$ cat config.mk
export PLATFORM = sky130hd
export DESIGN_NAME = alu_top
export DESIGN_NICKNAME = d
export VERILOG_FILES = /design/src/hw/alu_pkg.sv /design/src/hw/alu_arith_unit.sv /design/src/hw/alu_logic_unit.sv /design/src/hw/alu_operand_stage.sv /design/src/hw/alu_result_merge.sv /design/src/hw/alu_top.sv
export SDC_FILE = /design/constraint.sdc
export NUM_CORES = 1
export LEC_CHECK = 0
export BUFFER_PORTS_ARGS = -buffer_cell sky130_fd_sc_hd__buf_4
export CAP_MARGIN = 5
export CORE_MARGIN = 3
export CORE_UTILIZATION = 45
export DETAILED_ROUTE_END_ITERATION = 12
export PLACE_DENSITY = 0.67
export SETUP_SLACK_MARGIN = 0.05
export SLEW_MARGIN = 20
export SYNTH_ARGS = -nofsm -noshare
export SYNTH_HDL_FRONTEND = slang
export SYNTH_SLANG_ARGS = --single-unit
$ cat constraint.sdc
create_clock -name CLK -period 5.4 [get_ports CLK]
set_clock_uncertainty 0.1 [all_clocks]
set_input_delay 0.54 -clock CLK [delete_from_list [all_inputs] [get_ports CLK]]
set_output_delay 0.54 -clock CLK [all_outputs]
set_load 0.1 [all_outputs]
$ cat src/hw/alu_pkg.sv
package alu_pkg;

  localparam int CMD_WIDTH = 4;  // Command field width

  // Operand qualification code
  typedef enum logic [1:0] {
    VALID_NONE = 2'd0,
    VALID_A    = 2'd1,
    VALID_B    = 2'd2,
    VALID_BOTH = 2'd3
  } alu_valid_e;

  localparam logic [CMD_WIDTH-1:0] ARITH_ADD     = 4'd0;
  localparam logic [CMD_WIDTH-1:0] ARITH_SUB     = 4'd1;
  localparam logic [CMD_WIDTH-1:0] ARITH_ADD_CIN = 4'd2;
  localparam logic [CMD_WIDTH-1:0] ARITH_SUB_CIN = 4'd3;
  localparam logic [CMD_WIDTH-1:0] ARITH_INC_A   = 4'd4;
  localparam logic [CMD_WIDTH-1:0] ARITH_DEC_A   = 4'd5;
  localparam logic [CMD_WIDTH-1:0] ARITH_INC_B   = 4'd6;
  localparam logic [CMD_WIDTH-1:0] ARITH_DEC_B   = 4'd7;
  localparam logic [CMD_WIDTH-1:0] ARITH_CMP     = 4'd8;
  localparam logic [CMD_WIDTH-1:0] ARITH_SADD    = 4'd11;  // Codes 9 and 10 unused
  localparam logic [CMD_WIDTH-1:0] ARITH_SSUB    = 4'd12;

  localparam logic [CMD_WIDTH-1:0] LOGIC_AND     = 4'd0;
  localparam logic [CMD_WIDTH-1:0] LOGIC_NAND    = 4'd1;
  localparam logic [CMD_WIDTH-1:0] LOGIC_OR      = 4'd2;
  localparam logic [CMD_WIDTH-1:0] LOGIC_NOR     = 4'd3;
  localparam logic [CMD_WIDTH-1:0] LOGIC_XOR     = 4'd4;
  localparam logic [CMD_WIDTH-1:0] LOGIC_XNOR    = 4'd5;
  localparam logic [CMD_WIDTH-1:0] LOGIC_NOT_A   = 4'd6;
  localparam logic [CMD_WIDTH-1:0] LOGIC_NOT_B   = 4'd7;
  localparam logic [CMD_WIDTH-1:0] LOGIC_SHR_A   = 4'd8;
  localparam logic [CMD_WIDTH-1:0] LOGIC_SHL_A   = 4'd9;
  localparam logic [CMD_WIDTH-1:0] LOGIC_SHR_B   = 4'd10;
  localparam logic [CMD_WIDTH-1:0] LOGIC_SHL_B   = 4'd11;
  localparam logic [CMD_WIDTH-1:0] LOGIC_ROL     = 4'd12;
  localparam logic [CMD_WIDTH-1:0] LOGIC_ROR     = 4'd13;

  typedef struct packed {
    logic                 en;     // Slot carries an operation
    logic                 mode;   // 1 arithmetic, 0 logic
    logic [CMD_WIDTH-1:0] cmd;
    alu_valid_e           valid;
    logic                 cin;
  } alu_ctrl_t;

  typedef struct packed {
    logic cout;
    logic oflow;
    logic e;
    logic g;
    logic l;
    logic err;
  } alu_flags_t;

endpackage

$ cat src/hw/alu_arith_unit.sv
`timescale 1ns/1ns

module alu_arith_unit #(
  parameter int OPERAND_WIDTH = 8
) (
  input  logic [OPERAND_WIDTH-1:0]   op_a,
  input  logic [OPERAND_WIDTH-1:0]   op_b,
  input  alu_pkg::alu_ctrl_t         ctrl,
  output logic [2*OPERAND_WIDTH-1:0] result,
  output alu_pkg::alu_flags_t        flags
);

  localparam int W = OPERAND_WIDTH;

  logic [W:0] ext_a;   // Zero extended operands
  logic [W:0] ext_b;
  logic [W:0] sum;
  logic [W:0] sum_c;
  logic [W:0] diff;
  logic [W:0] diff_c;
  logic [W:0] inc_a;
  logic [W:0] dec_a;
  logic [W:0] inc_b;
  logic [W:0] dec_b;
  logic [W:0] ssum;    // Sign extended sum
  logic [W:0] sdiff;   // Sign extended difference
  logic       a_msb;
  logic       b_msb;
  logic       eq;
  logic       ugt;
  logic       sgt;
  logic       legal;
  logic [W:0] res_n;

  assign ext_a  = {1'b0, op_a};
  assign ext_b  = {1'b0, op_b};
  assign sum    = ext_a + ext_b;
  assign sum_c  = ext_a + ext_b + ctrl.cin;
  assign diff   = ext_a - ext_b;              // Wraps modulo 2^(W+1)
  assign diff_c = ext_a - ext_b - ctrl.cin;
  assign inc_a  = ext_a + 1'b1;
  assign dec_a  = ext_a - 1'b1;
  assign inc_b  = ext_b + 1'b1;
  assign dec_b  = ext_b - 1'b1;

  assign a_msb = op_a[W-1];
  assign b_msb = op_b[W-1];
  assign ssum  = {a_msb, op_a} + {b_msb, op_b};
  assign sdiff = {a_msb, op_a} - {b_msb, op_b};

  assign eq  = (op_a == op_b);
  assign ugt = (op_a > op_b);
  assign sgt = ($signed(op_a) > $signed(op_b));

  // Command legality against operand valid code
  always_comb begin
    case (ctrl.valid)
      alu_pkg::VALID_A:
        legal = (ctrl.cmd == alu_pkg::ARITH_INC_A) || (ctrl.cmd == alu_pkg::ARITH_DEC_A);
      alu_pkg::VALID_B:
        legal = (ctrl.cmd == alu_pkg::ARITH_INC_B) || (ctrl.cmd == alu_pkg::ARITH_DEC_B);
      alu_pkg::VALID_BOTH:
        legal = (ctrl.cmd <= alu_pkg::ARITH_CMP) ||
                (ctrl.cmd == alu_pkg::ARITH_SADD) || (ctrl.cmd == alu_pkg::ARITH_SSUB);
      default:
        legal = 1'b0;  // No operand valid
    endcase
  end

  always_comb begin
    res_n = '0;
    flags = '0;
    if (!legal) begin
      flags.err = 1'b1;  // Zero result, other flags clear
    end else begin
      case (ctrl.cmd)
        alu_pkg::ARITH_ADD: begin
          res_n      = sum;
          flags.cout = sum[W];
        end
        alu_pkg::ARITH_SUB: begin
          res_n       = diff;
          flags.oflow = (op_a < op_b);  // Borrow out
        end
        alu_pkg::ARITH_ADD_CIN: begin
          res_n      = sum_c;
          flags.cout = sum_c[W];
        end
        alu_pkg::ARITH_SUB_CIN: begin
          res_n       = diff_c;
          flags.oflow = (op_a < op_b) || (eq && ctrl.cin);
        end
        alu_pkg::ARITH_INC_A: begin
          res_n      = inc_a;
          flags.cout = inc_a[W];
        end
        alu_pkg::ARITH_DEC_A: begin
          res_n       = dec_a;
          flags.oflow = (op_a == '0);
        end
        alu_pkg::ARITH_INC_B: begin
          res_n      = inc_b;
          flags.cout = inc_b[W];
        end
        alu_pkg::ARITH_DEC_B: begin
          res_n       = dec_b;
          flags.oflow = (op_b == '0);
        end
        alu_pkg::ARITH_CMP: begin
          flags.e = eq;  // Unsigned, result stays zero
          flags.g = ugt;
          flags.l = !eq && !ugt;
        end
        alu_pkg::ARITH_SADD: begin
          res_n       = ssum;
          flags.cout  = ssum[W];
          flags.oflow = (a_msb & b_msb & ~ssum[W-1]) | (~a_msb & ~b_msb & ssum[W-1]);
          flags.e     = eq;
          flags.g     = sgt;
          flags.l     = !eq && !sgt;
        end
        default: begin  // ARITH_SSUB, the only legal code left
          res_n       = sdiff;
          flags.oflow = (~a_msb & b_msb & sdiff[W-1]) | (a_msb & ~b_msb & ~sdiff[W-1]);
          flags.e     = eq;
          flags.g     = sgt;
          flags.l     = !eq && !sgt;
        end
      endcase
    end
  end

  assign result = {{(W-1){1'b0}}, res_n};  // Upper bits always zero

endmodule

$ cat src/hw/alu_logic_unit.sv
`timescale 1ns/1ns

module alu_logic_unit #(
  parameter int OPERAND_WIDTH = 8
) (
  input  logic [OPERAND_WIDTH-1:0]   op_a,
  input  logic [OPERAND_WIDTH-1:0]   op_b,
  input  alu_pkg::alu_ctrl_t         ctrl,
  output logic [2*OPERAND_WIDTH-1:0] result,
  output alu_pkg::alu_flags_t        flags
);

  localparam int W  = OPERAND_WIDTH;
  localparam int SH = $clog2(OPERAND_WIDTH);  // Rotate amount bits

  logic [SH-1:0] amt;
  logic          amt_oor;   // Rotate amount out of range
  logic [W-1:0]  rol;
  logic [W-1:0]  ror;
  logic          legal;
  logic [W-1:0]  res_n;

  assign amt     = op_b[SH-1:0];
  assign amt_oor = |op_b[W-1:SH];
  assign rol     = (op_a << amt) | (op_a >> (W - amt));  // amt 0 leaves op_a
  assign ror     = (op_a >> amt) | (op_a << (W - amt));

  always_comb begin
    case (ctrl.valid)
      alu_pkg::VALID_A:
        legal = (ctrl.cmd == alu_pkg::LOGIC_NOT_A) || (ctrl.cmd == alu_pkg::LOGIC_SHR_A) ||
                (ctrl.cmd == alu_pkg::LOGIC_SHL_A);
      alu_pkg::VALID_B:
        legal = (ctrl.cmd == alu_pkg::LOGIC_NOT_B) || (ctrl.cmd == alu_pkg::LOGIC_SHR_B) ||
                (ctrl.cmd == alu_pkg::LOGIC_SHL_B);
      alu_pkg::VALID_BOTH:
        legal = (ctrl.cmd <= alu_pkg::LOGIC_ROR);  // 14 and 15 unused
      default:
        legal = 1'b0;
    endcase
  end

  always_comb begin
    res_n = '0;
    flags = '0;
    if (!legal) begin
      flags.err = 1'b1;
    end else begin
      case (ctrl.cmd)
        alu_pkg::LOGIC_AND:   res_n = op_a & op_b;
        alu_pkg::LOGIC_NAND:  res_n = ~(op_a & op_b);
        alu_pkg::LOGIC_OR:    res_n = op_a | op_b;
        alu_pkg::LOGIC_NOR:   res_n = ~(op_a | op_b);
        alu_pkg::LOGIC_XOR:   res_n = op_a ^ op_b;
        alu_pkg::LOGIC_XNOR:  res_n = ~(op_a ^ op_b);
        alu_pkg::LOGIC_NOT_A: res_n = ~op_a;
        alu_pkg::LOGIC_NOT_B: res_n = ~op_b;
        alu_pkg::LOGIC_SHR_A: res_n = op_a >> 1;
        alu_pkg::LOGIC_SHL_A: res_n = op_a << 1;  // MSB dropped
        alu_pkg::LOGIC_SHR_B: res_n = op_b >> 1;
        alu_pkg::LOGIC_SHL_B: res_n = op_b << 1;
        alu_pkg::LOGIC_ROL: begin
          res_n     = rol;
          flags.err = amt_oor;  // Result kept
        end
        default: begin  // LOGIC_ROR
          res_n     = ror;
          flags.err = amt_oor;
        end
      endcase
    end
  end

  assign result = {{W{1'b0}}, res_n};

endmodule

$ cat src/hw/alu_operand_stage.sv
`timescale 1ns/1ns

module alu_operand_stage #(
  parameter int OPERAND_WIDTH = 8
) (
  input  logic                          CLK,
  input  logic                          RST,
  input  logic                          ce,
  input  logic                          mode,
  input  logic                          cin,
  input  logic [alu_pkg::CMD_WIDTH-1:0] cmd,
  input  logic [1:0]                    inp_valid,
  input  logic [OPERAND_WIDTH-1:0]      opa,
  input  logic [OPERAND_WIDTH-1:0]      opb,
  output logic [OPERAND_WIDTH-1:0]      op_a,
  output logic [OPERAND_WIDTH-1:0]      op_b,
  output alu_pkg::alu_ctrl_t            ctrl
);

  // Operand registers
  always_ff @(posedge CLK) begin
    if (ce) begin
      op_a <= opa;
      op_b <= opb;
    end else begin
      op_a <= '0;  // Idle slot
      op_b <= '0;
    end
  end

  // Control register
  always_ff @(posedge CLK or posedge RST) begin
    if (RST) begin
      ctrl <= '0;
    end else if (ce) begin
      ctrl.en    <= 1'b1;  // Marks a live operation
      ctrl.mode  <= mode;
      ctrl.cmd   <= cmd;
      ctrl.valid <= alu_pkg::alu_valid_e'(inp_valid);
      ctrl.cin   <= cin;
    end else begin
      ctrl <= '0;  // en low, merge stage outputs zeros
    end
  end

endmodule

$ cat src/hw/alu_result_merge.sv
`timescale 1ns/1ns

module alu_result_merge #(
  parameter int OPERAND_WIDTH = 8
) (
  input  logic                         CLK,
  input  logic                         RST,
  input  alu_pkg::alu_ctrl_t           ctrl,
  input  logic [2*OPERAND_WIDTH-1:0]   arith_result,
  input  alu_pkg::alu_flags_t          arith_flags,
  input  logic [2*OPERAND_WIDTH-1:0]   logic_result,
  input  alu_pkg::alu_flags_t          logic_flags,
  output logic [2*OPERAND_WIDTH-1:0]   res,
  output logic                         cout,
  output logic                         oflow,
  output logic                         e,
  output logic                         g,
  output logic                         l,
  output logic                         err
);

  logic [2*OPERAND_WIDTH-1:0] res_n;
  alu_pkg::alu_flags_t        flags_n;
  alu_pkg::alu_flags_t        flags_q;

  // Unit select, idle slot forces zeros
  always_comb begin
    if (!ctrl.en) begin
      res_n   = '0;
      flags_n = '0;
    end else if (ctrl.mode) begin
      res_n   = arith_result;
      flags_n = arith_flags;
    end else begin
      res_n   = logic_result;
      flags_n = logic_flags;
    end
  end

  always_ff @(posedge CLK or posedge RST) begin
    if (RST) begin
      res     <= '0;
      flags_q <= '0;
    end else begin
      res     <= res_n;    // Result and flags in the same cycle
      flags_q <= flags_n;
    end
  end

  assign cout  = flags_q.cout;
  assign oflow = flags_q.oflow;
  assign e     = flags_q.e;
  assign g     = flags_q.g;
  assign l     = flags_q.l;
  assign err   = flags_q.err;

endmodule

$ cat src/hw/alu_top.sv
`timescale 1ns/1ns

module alu_top #(
  parameter int OPERAND_WIDTH = 8
) (
  input  logic                          CLK,
  input  logic                          RST,
  input  logic                          ce,
  input  logic                          mode,
  input  logic                          cin,
  input  logic [alu_pkg::CMD_WIDTH-1:0] cmd,
  input  logic [1:0]                    inp_valid,
  input  logic [OPERAND_WIDTH-1:0]      opa,
  input  logic [OPERAND_WIDTH-1:0]      opb,
  output logic [2*OPERAND_WIDTH-1:0]    res,
  output logic                          cout,
  output logic                          oflow,
  output logic                          e,
  output logic                          g,
  output logic                          l,
  output logic                          err
);

  logic [OPERAND_WIDTH-1:0]   op_a;          // Stage 1 operands
  logic [OPERAND_WIDTH-1:0]   op_b;
  alu_pkg::alu_ctrl_t         ctrl;
  logic [2*OPERAND_WIDTH-1:0] arith_result;
  alu_pkg::alu_flags_t        arith_flags;
  logic [2*OPERAND_WIDTH-1:0] logic_result;
  alu_pkg::alu_flags_t        logic_flags;

  alu_operand_stage #(.OPERAND_WIDTH(OPERAND_WIDTH)) operand_stage_i (
    .CLK(CLK), .RST(RST), .ce(ce), .mode(mode), .cin(cin), .cmd(cmd),
    .inp_valid(inp_valid), .opa(opa), .opb(opb),
    .op_a(op_a), .op_b(op_b), .ctrl(ctrl)
  );

  // Both units evaluate every slot
  alu_arith_unit #(.OPERAND_WIDTH(OPERAND_WIDTH)) arith_unit_i (
    .op_a(op_a), .op_b(op_b), .ctrl(ctrl),
    .result(arith_result), .flags(arith_flags)
  );

  alu_logic_unit #(.OPERAND_WIDTH(OPERAND_WIDTH)) logic_unit_i (
    .op_a(op_a), .op_b(op_b), .ctrl(ctrl),
    .result(logic_result), .flags(logic_flags)
  );

  alu_result_merge #(.OPERAND_WIDTH(OPERAND_WIDTH)) result_merge_i (
    .CLK(CLK), .RST(RST), .ctrl(ctrl),
    .arith_result(arith_result), .arith_flags(arith_flags),
    .logic_result(logic_result), .logic_flags(logic_flags),
    .res(res), .cout(cout), .oflow(oflow),
    .e(e), .g(g), .l(l), .err(err)
  );

endmodule

==> impl_results.md, run 1 <==
* Chip Width at 118 µm
* Clk root buf: clkbuf_16
* Routed wire per std cell at 23.0 µm
* Kind of critical path: flop to flop
* Largest net degree at the start of global routing at 36
* Final Setup Violations at 0
* CP Capture Type: flop
* Net load switching power at 0.504 mW
* Main flop type after synthesis: dfrtp_1
* Total Nets Final at 856
* Internal power at 0.711 mW
* Synth top area cells: dfrtp_1 11%, ha_1 7.9%, o21ai_0 5.7%
* Gr usage total at 0.308
* Post-CTS setup buffers at 0
* Biggest area consumer among synthesized cells: dfrtp_1
* Critical Path RT at 5550 ps
* Peak Freq at 0.256 GHz
* CP arrival at 4050 ps
* Clock-pin slew on the worst setup and hold paths at 70 ps
* Most Crowded Layer GR: met2
* Number of vias per cell at 6.73
* Worst Tran Pin Value at 961 ps
* Leakage power total at 2.54 nW
* Fillers at 1198
* CORE AREA at 0.0122 mm²
* Post-synthesis instance total at 780
* Synth Warn # at 0
* Initial antenna violation count at 0
* GRT met3 Usage at 0.0909
* Gate power share at 0.433
* Worst slew margin at 0.356
* Crit-path max FO at 14
* ANT nets after route at 0
* DRC violations left at 0
* # hold bufs at CTS at 0
* Clock power frac at 0.292
* Final slew viol count at 0
* Register bit total from synthesis at 40
* Synthesized area at 0.00568 mm²
* Max cap viols at 0
* Fin cells at 960
* Final setup margin at 1500 ps
* N_diodes at 0
* Cts bufs inserted at 5
* Distinct cells, synth at 76
* Dpl ws at 1590 ps
* Async S/R FF share, synth at 0.600
* Resize count post-CTS at 0
* Initial DRC count at 861
* First-pass detailed-route iteration total at 8
* H-tree levels at 2
* Sequential Power Share at 0.275
* Startpoint type of the worst setup path: flop
* Hold WC Path Type: input pin to async pin
* TritonCTS clock tree: done
* Full die area at 0.0140 mm²
* Met1 Usage GRT at 0.407
* Starting Density at 0.467
* Peak VDD IR at 0.117 mV
* Cell total after placement at 952
* Pwr dens at 194 mW/mm²
* Synth-to-Final Area Change at 10.1%
* Area share of the largest cell type after synthesis at 0.106
* Met2 Usage GRT at 0.462
* Setup tns final at 0 ps
* Fin. Hold Viols at 0
* Share of layout cells above drive strength 1 at 0.115
* Hpwl dp at 16700 µm
* Tmin final at 3900 ps
* Max clock buf depth at 2
* Fin util at 0.515
* First-pass GRT wire length at 34500 µm
* Clock sink total at 40
* Post-synthesis sequential area ratio at 0.162
* Std-Cell Rows at 40
* I/O Buffers at 41
* I/O Pins at 49
* Total gr overflow at 0
* Final period utilization at 0.723
* Mean Syn Cell Area at 7.29 µm²
* Switching Share at 0.414
* Clk Latency, worst-skew pair at 300 ps
* Die height at 118 µm
* Status: complete, no violations
* GP Congestion at 1.05
* Via count of the first global-routing pass at 5924
* Total number of vias at 6459
* Post-synth EDFFs at 0
* RSZ-0062 raised after global routing: no
* Drt total wl at 22100 µm
-- cells by family (layout without fill, tap and decap cells) --
family	after synthesis	count (layout)	share of synthesized area
xor gates and xnor gates	35	35	0.0539
muxes	26	26	0.0577
other	1	7	0.000660
DFF	40	40	0.162
adders and majority gates	38	38	0.0863
buffers and inverters	97	103	0.0700
AOI/OAI and AO/OA	261	261	0.317
and+or+nand+nor	282	282	0.252
-- cell type report --
| class | instances | area, µm² | area share |
|---|---|---|---|
| Multi-Input combinational cell | 649 | 4390 | 0.701 |
| Sequential cell | 40 | 921 | 0.147 |
| Timing Repair Buffer | 57 | 428 | 0.0683 |
| Tap cell | 168 | 210 | 0.0336 |
| Inverter | 38 | 143 | 0.0228 |
| Clock buffer | 5 | 125 | 0.0200 |
| Clock inverter | 3 | 46.3 | 0.00739 |
-- sequential cells by signal, summed over array words and instances (netlist names), 8 cells and up --
name / cells
operand_stage_i.ctrl: 9
result_merge_i.res: 9
operand_stage_i.op_a: 8
operand_stage_i.op_b: 8
-- cells in the final DEF, fill, tap and decap left out, types with 15 or more instances in the layout --
cell type,Yosys,routed
nand2_1,69,69
o21ai_0,65,65
nor2_1,64,64
buf_4,7,57
a21oi_1,48,48
ha_1,36,36
inv_1,36,35
and2_1,29,29
xnor2_1,27,27
dfrtp_1,24,24
nor3_1,21,21
nand3_1,19,19
mux2i_1,17,17
dfxtp_1,16,16
nand2b_1,15,15
-- final timing paths --
| path | cells past startpoint | to | slack, ps | startpoint |
|---|---|---|---|---|
| max | 10 | result_merge_i.res[7] | 1500 | operand_stage_i.op_a[0] |
| min | 2 | operand_stage_i.ctrl[7] | 240 | RST |
| max reg2reg | 10 | result_merge_i.res[7] | 1500 | operand_stage_i.op_a[0] |
| min reg2reg | 1 | result_merge_i.err | 540 | operand_stage_i.ctrl[8] |
| max in group asynchronous | 2 | result_merge_i.res[0] | 4500 | RST |
| min in group CLK | 2 | operand_stage_i.op_a[7] | 340 | opa[7] |
-- stage by stage --
step / hold slack, ps / power, mW / area [µm²]
after global routing: 302 / 1.27 / 6260
after detailed placement: 502 / 0.845 / 6090
after global placement: 502 / 0.841 / 6090
final: 239 / 1.21 / 6260
after floorplan: 399 / 0.708 / 5710
after CTS: 342 / 1.20 / 6260
-- synthesized netlist by cell type, drive strengths merged, types with 4 or more instances --
cell type	instances
xor2	8
ha	36
dfxtp	16
a211oi	15
nor3b	5
nand3	19
clkbuf	45
dfrtp	24
inv	36
and3	6
a21oi	48
o21ai	65
o221ai	8
nor2	64
a31oi	8
mux4	5
or4	8
nor3	22
or3	6
o21bai	5
a211o	5
a221oi	5
buf	14
o211ai	11
a222oi	4
nand2b	15
and4	4
a32oi	4
nand2	69
a21o	4
o31ai	5
a22oi	13
mux2	4
mux2i	17
and2	30
xnor2	27
or2	11
nor2b	9
o21a	4
a311oi	4
a2111oi	6
o32ai	4
o22ai	14
-- routing by layer --
layer	up-vias	routed length, µm
li1	2895	-
met1	3038	8650
met2	450	9680
met3	76	2720
met4	0	1070
met5	-	0
-- worst max-delay path: stages (launching register included) --
cell and delay [ps]:
dfxtp_1 600, inv_1 230, ha_1 280, fa_1 460, o21bai_1 380, a21oi_1 140
xor2_1 220, or4_4 610, or4_1 510, a31oi_1 190, or3_1 130
-- power by group through the flow --
stage / Combinational, mW / Sequential, mW / Clock, mW
finish: 0.526 / 0.334 / 0.355
CTS: 0.510 / 0.333 / 0.359
floorplan: 0.365 / 0.342 / 0
global placement: 0.503 / 0.339 / 0
detailed placement: 0.506 / 0.339 / 0
global route: 0.562 / 0.336 / 0.371
Power figures use the tool's default switching activity.
==> inputs of run 2 (changes only) <==
ABC_AREA = 1   (was default)
clock period = 3.75 ns   (was 5.4 ns; I/O delays follow)
==> impl_results.md, run 2 <==
* Peak VDD IR at 0.232 mV
* Via count of the first global-routing pass at 5453
* Synth top area cells: nand2_1 17%, dfrtp_1 11%, ha_1 8.6%
* Status: complete, no violations
* Initial DRC count at 765
* GP Congestion at 1.03
* Pwr dens at 265 mW/mm²
* Synth cell count leaders: 242 x nand2_1, 118 x inv_1, 72 x nand3_1
* Chip Width at 114 µm
* Distinct cells, synth at 54
* First-pass GRT wire length at 30200 µm
* Worst Tran Pin Value at 663 ps
* Post-synthesis sequential area ratio at 0.176
* Share of layout cells above drive strength 1 at 0.115
* Total Nets Final at 969
* Design area at 0.00578 mm²
* Largest regs: operand_stage_i.ctrl (9), result_merge_i.res (9)
* Gr usage total at 0.297
* Fin. Hold Viols at 0
* Clk root buf: clkbuf_16
* Std-Cell Rows at 38
* Critical Path RT at 3840 ps
* H-tree levels at 2
* Fin cells at 1045
* Reg2Reg Launch Point: operand_stage_i.op_a[4]
* Register bit total from synthesis at 40
* Largest net degree at the start of global routing at 26
* Hpwl dp at 15000 µm
* Startpoint type of the worst setup path: flop
* Synth Warn # at 0
* Total gr overflow at 0
* Initial antenna violation count at 0
* Area share of the largest cell type after synthesis at 0.174
* Cell total after placement at 1037
* Max clock buf depth at 2
* Biggest area consumer among synthesized cells: nand2_1
* Full die area at 0.0130 mm²
* Fin util at 0.522
* Placed Area at 0.00564 mm²
* CORE AREA at 0.0111 mm²
* DRC violations left at 0
* Most common cell after layout, fill and taps aside: nand2_1
* N_diodes at 0
* I/O Pins at 49
* Commonest cells after routing, fill and taps aside: 242 x nand2_1, 117 x inv_1, 72 x nand3_1
* Max cap viols at 0
* Post-synth EDFFs at 0
* Post-synthesis instance total at 872
* I/O Buffers at 41
* Kind of critical path: flop to flop
* Mean Syn Cell Area at 6.00 µm²
* CP arrival at 3320 ps
* Die height at 114 µm
* Async S/R FF share, synth at 0.600
* ANT nets after route at 0
* Tmin final at 3230 ps
* Register Area at 921 µm²
* Synth-to-Final Area Change at 10.5%
* Worst slew margin at 0.547
* CP Capture Type: flop
* Main flop type after synthesis: dfrtp_1
* Peak Freq at 0.310 GHz
* Fillers at 1164
* Leakage power total at 3.03 nW
* Setup tns final at 0 ps
* Routed wire per std cell at 18.4 µm
* Resize count post-CTS at 0
* Clock sink total at 40
* Drt total wl at 19300 µm
* Final Setup Violations at 0
* Clk Latency, worst-skew pair at 290 ps
* Clock-pin slew on the worst setup and hold paths at 70 ps
* RSZ-0062 raised after global routing: no
* # hold bufs at CTS at 0
* Final slew viol count at 0
* Hold WC Path Type: input pin to async pin
* Area of the multi-input gates at 0.00367 mm²
* Cts bufs inserted at 5
* Synthesized area at 0.00523 mm²
* Crit-path max FO at 11
* Number of vias per cell at 5.98
* Final period utilization at 0.861
* Starting Density at 0.472
* Register-to-Register Setup Slack at 520 ps
* Total number of vias at 6252
* Reg2reg path depth at 15
* TritonCTS clock tree: done
* Capturing point of the worst reg2reg path: result_merge_i.res[7]
* Post-CTS setup buffers at 0
* Most frequent cell after synthesis: nand2_1
* First-pass detailed-route iteration total at 8
run 2: final cells by class:
class                           instances  share of cell area
Clock inverter                          2             0.00195
Multi-Input combinational cell        678               0.636
Timing Repair Buffer                   51              0.0662
Clock buffer                            6              0.0223
Inverter                              128              0.0842
Tap cell                              140              0.0303
Sequential cell                        40               0.159
run 2: logic make-up after synthesis:
family | count (synthesis) | share of synthesized area
other | 1 | 0.000717
DFF | 40 | 0.176
and+or+nand+nor | 453 | 0.390
xor gates and xnor gates | 1 | 0.00311
adders and majority gates | 38 | 0.0938
buffers and inverters | 160 | 0.126
AOI/OAI and AO/OA | 179 | 0.210
run 2: layer usage:
metal / vias to the layer above / track usage / routed length, µm
met4: 0 / 0.113 / 902
met1: 2812 / 0.433 / 8060
met3: 64 / 0.0509 / 2340
li1: 2961 / - / -
met2: 415 / 0.436 / 7980
met5: - / 0 / 0
run 2: worst max-delay path, stage by stage, from the launching register on:
cell      delay [ps]
dfxtp_1          570
clkinv_1         360
ha_1             680
inv_1            170
a21oi_1          260
nor2_1            80
nor2_1           120
nand2_1           60
nand2_1           90
nand2_1          120
inv_1            140
nand3_1           90
nand3_1           90
nand4_1           80
nand2_1           60
nand2_1           40
run 2: where the power goes:
group	switching, mW	total, mW	leakage, nW	internal (mW)
Clock	0.189	0.436	0.0712	0.247
Combinational	0.443	0.628	2.50	0.185
Sequential	0.0251	0.471	0.455	0.446
run 2: worst max path at each step:
stage / cells after the start / slack, ps / end / startpoint
2_1_floorplan: 16 / 1220 / result_merge_i.res[8] / operand_stage_i.op_b[1]
3_3_place_gp: 15 / 620 / result_merge_i.res[7] / operand_stage_i.op_a[4]
3_5_place_dp: 15 / 640 / result_merge_i.res[7] / operand_stage_i.op_a[4]
4_1_cts: 13 / 640 / result_merge_i.oflow / operand_stage_i.op_a[4]
5_1_grt: 13 / 210 / result_merge_i.oflow / operand_stage_i.op_a[4]
6_report: 15 / 520 / result_merge_i.res[7] / operand_stage_i.op_a[4]
run 2: stage by stage:
| stage | worst slack (ps) | hold WS (ps) | power, mW |
|---|---|---|---|
| 6_report | 520 | 31.8 | 1.53 |
| 5_1_grt | 207 | 95.2 | 1.62 |
| 4_1_cts | 645 | 158 | 1.52 |
| 3_5_place_dp | 644 | 404 | 1.09 |
| 3_3_place_gp | 620 | 386 | 1.09 |
| 2_1_floorplan | 1220 | 290 | 0.926 |
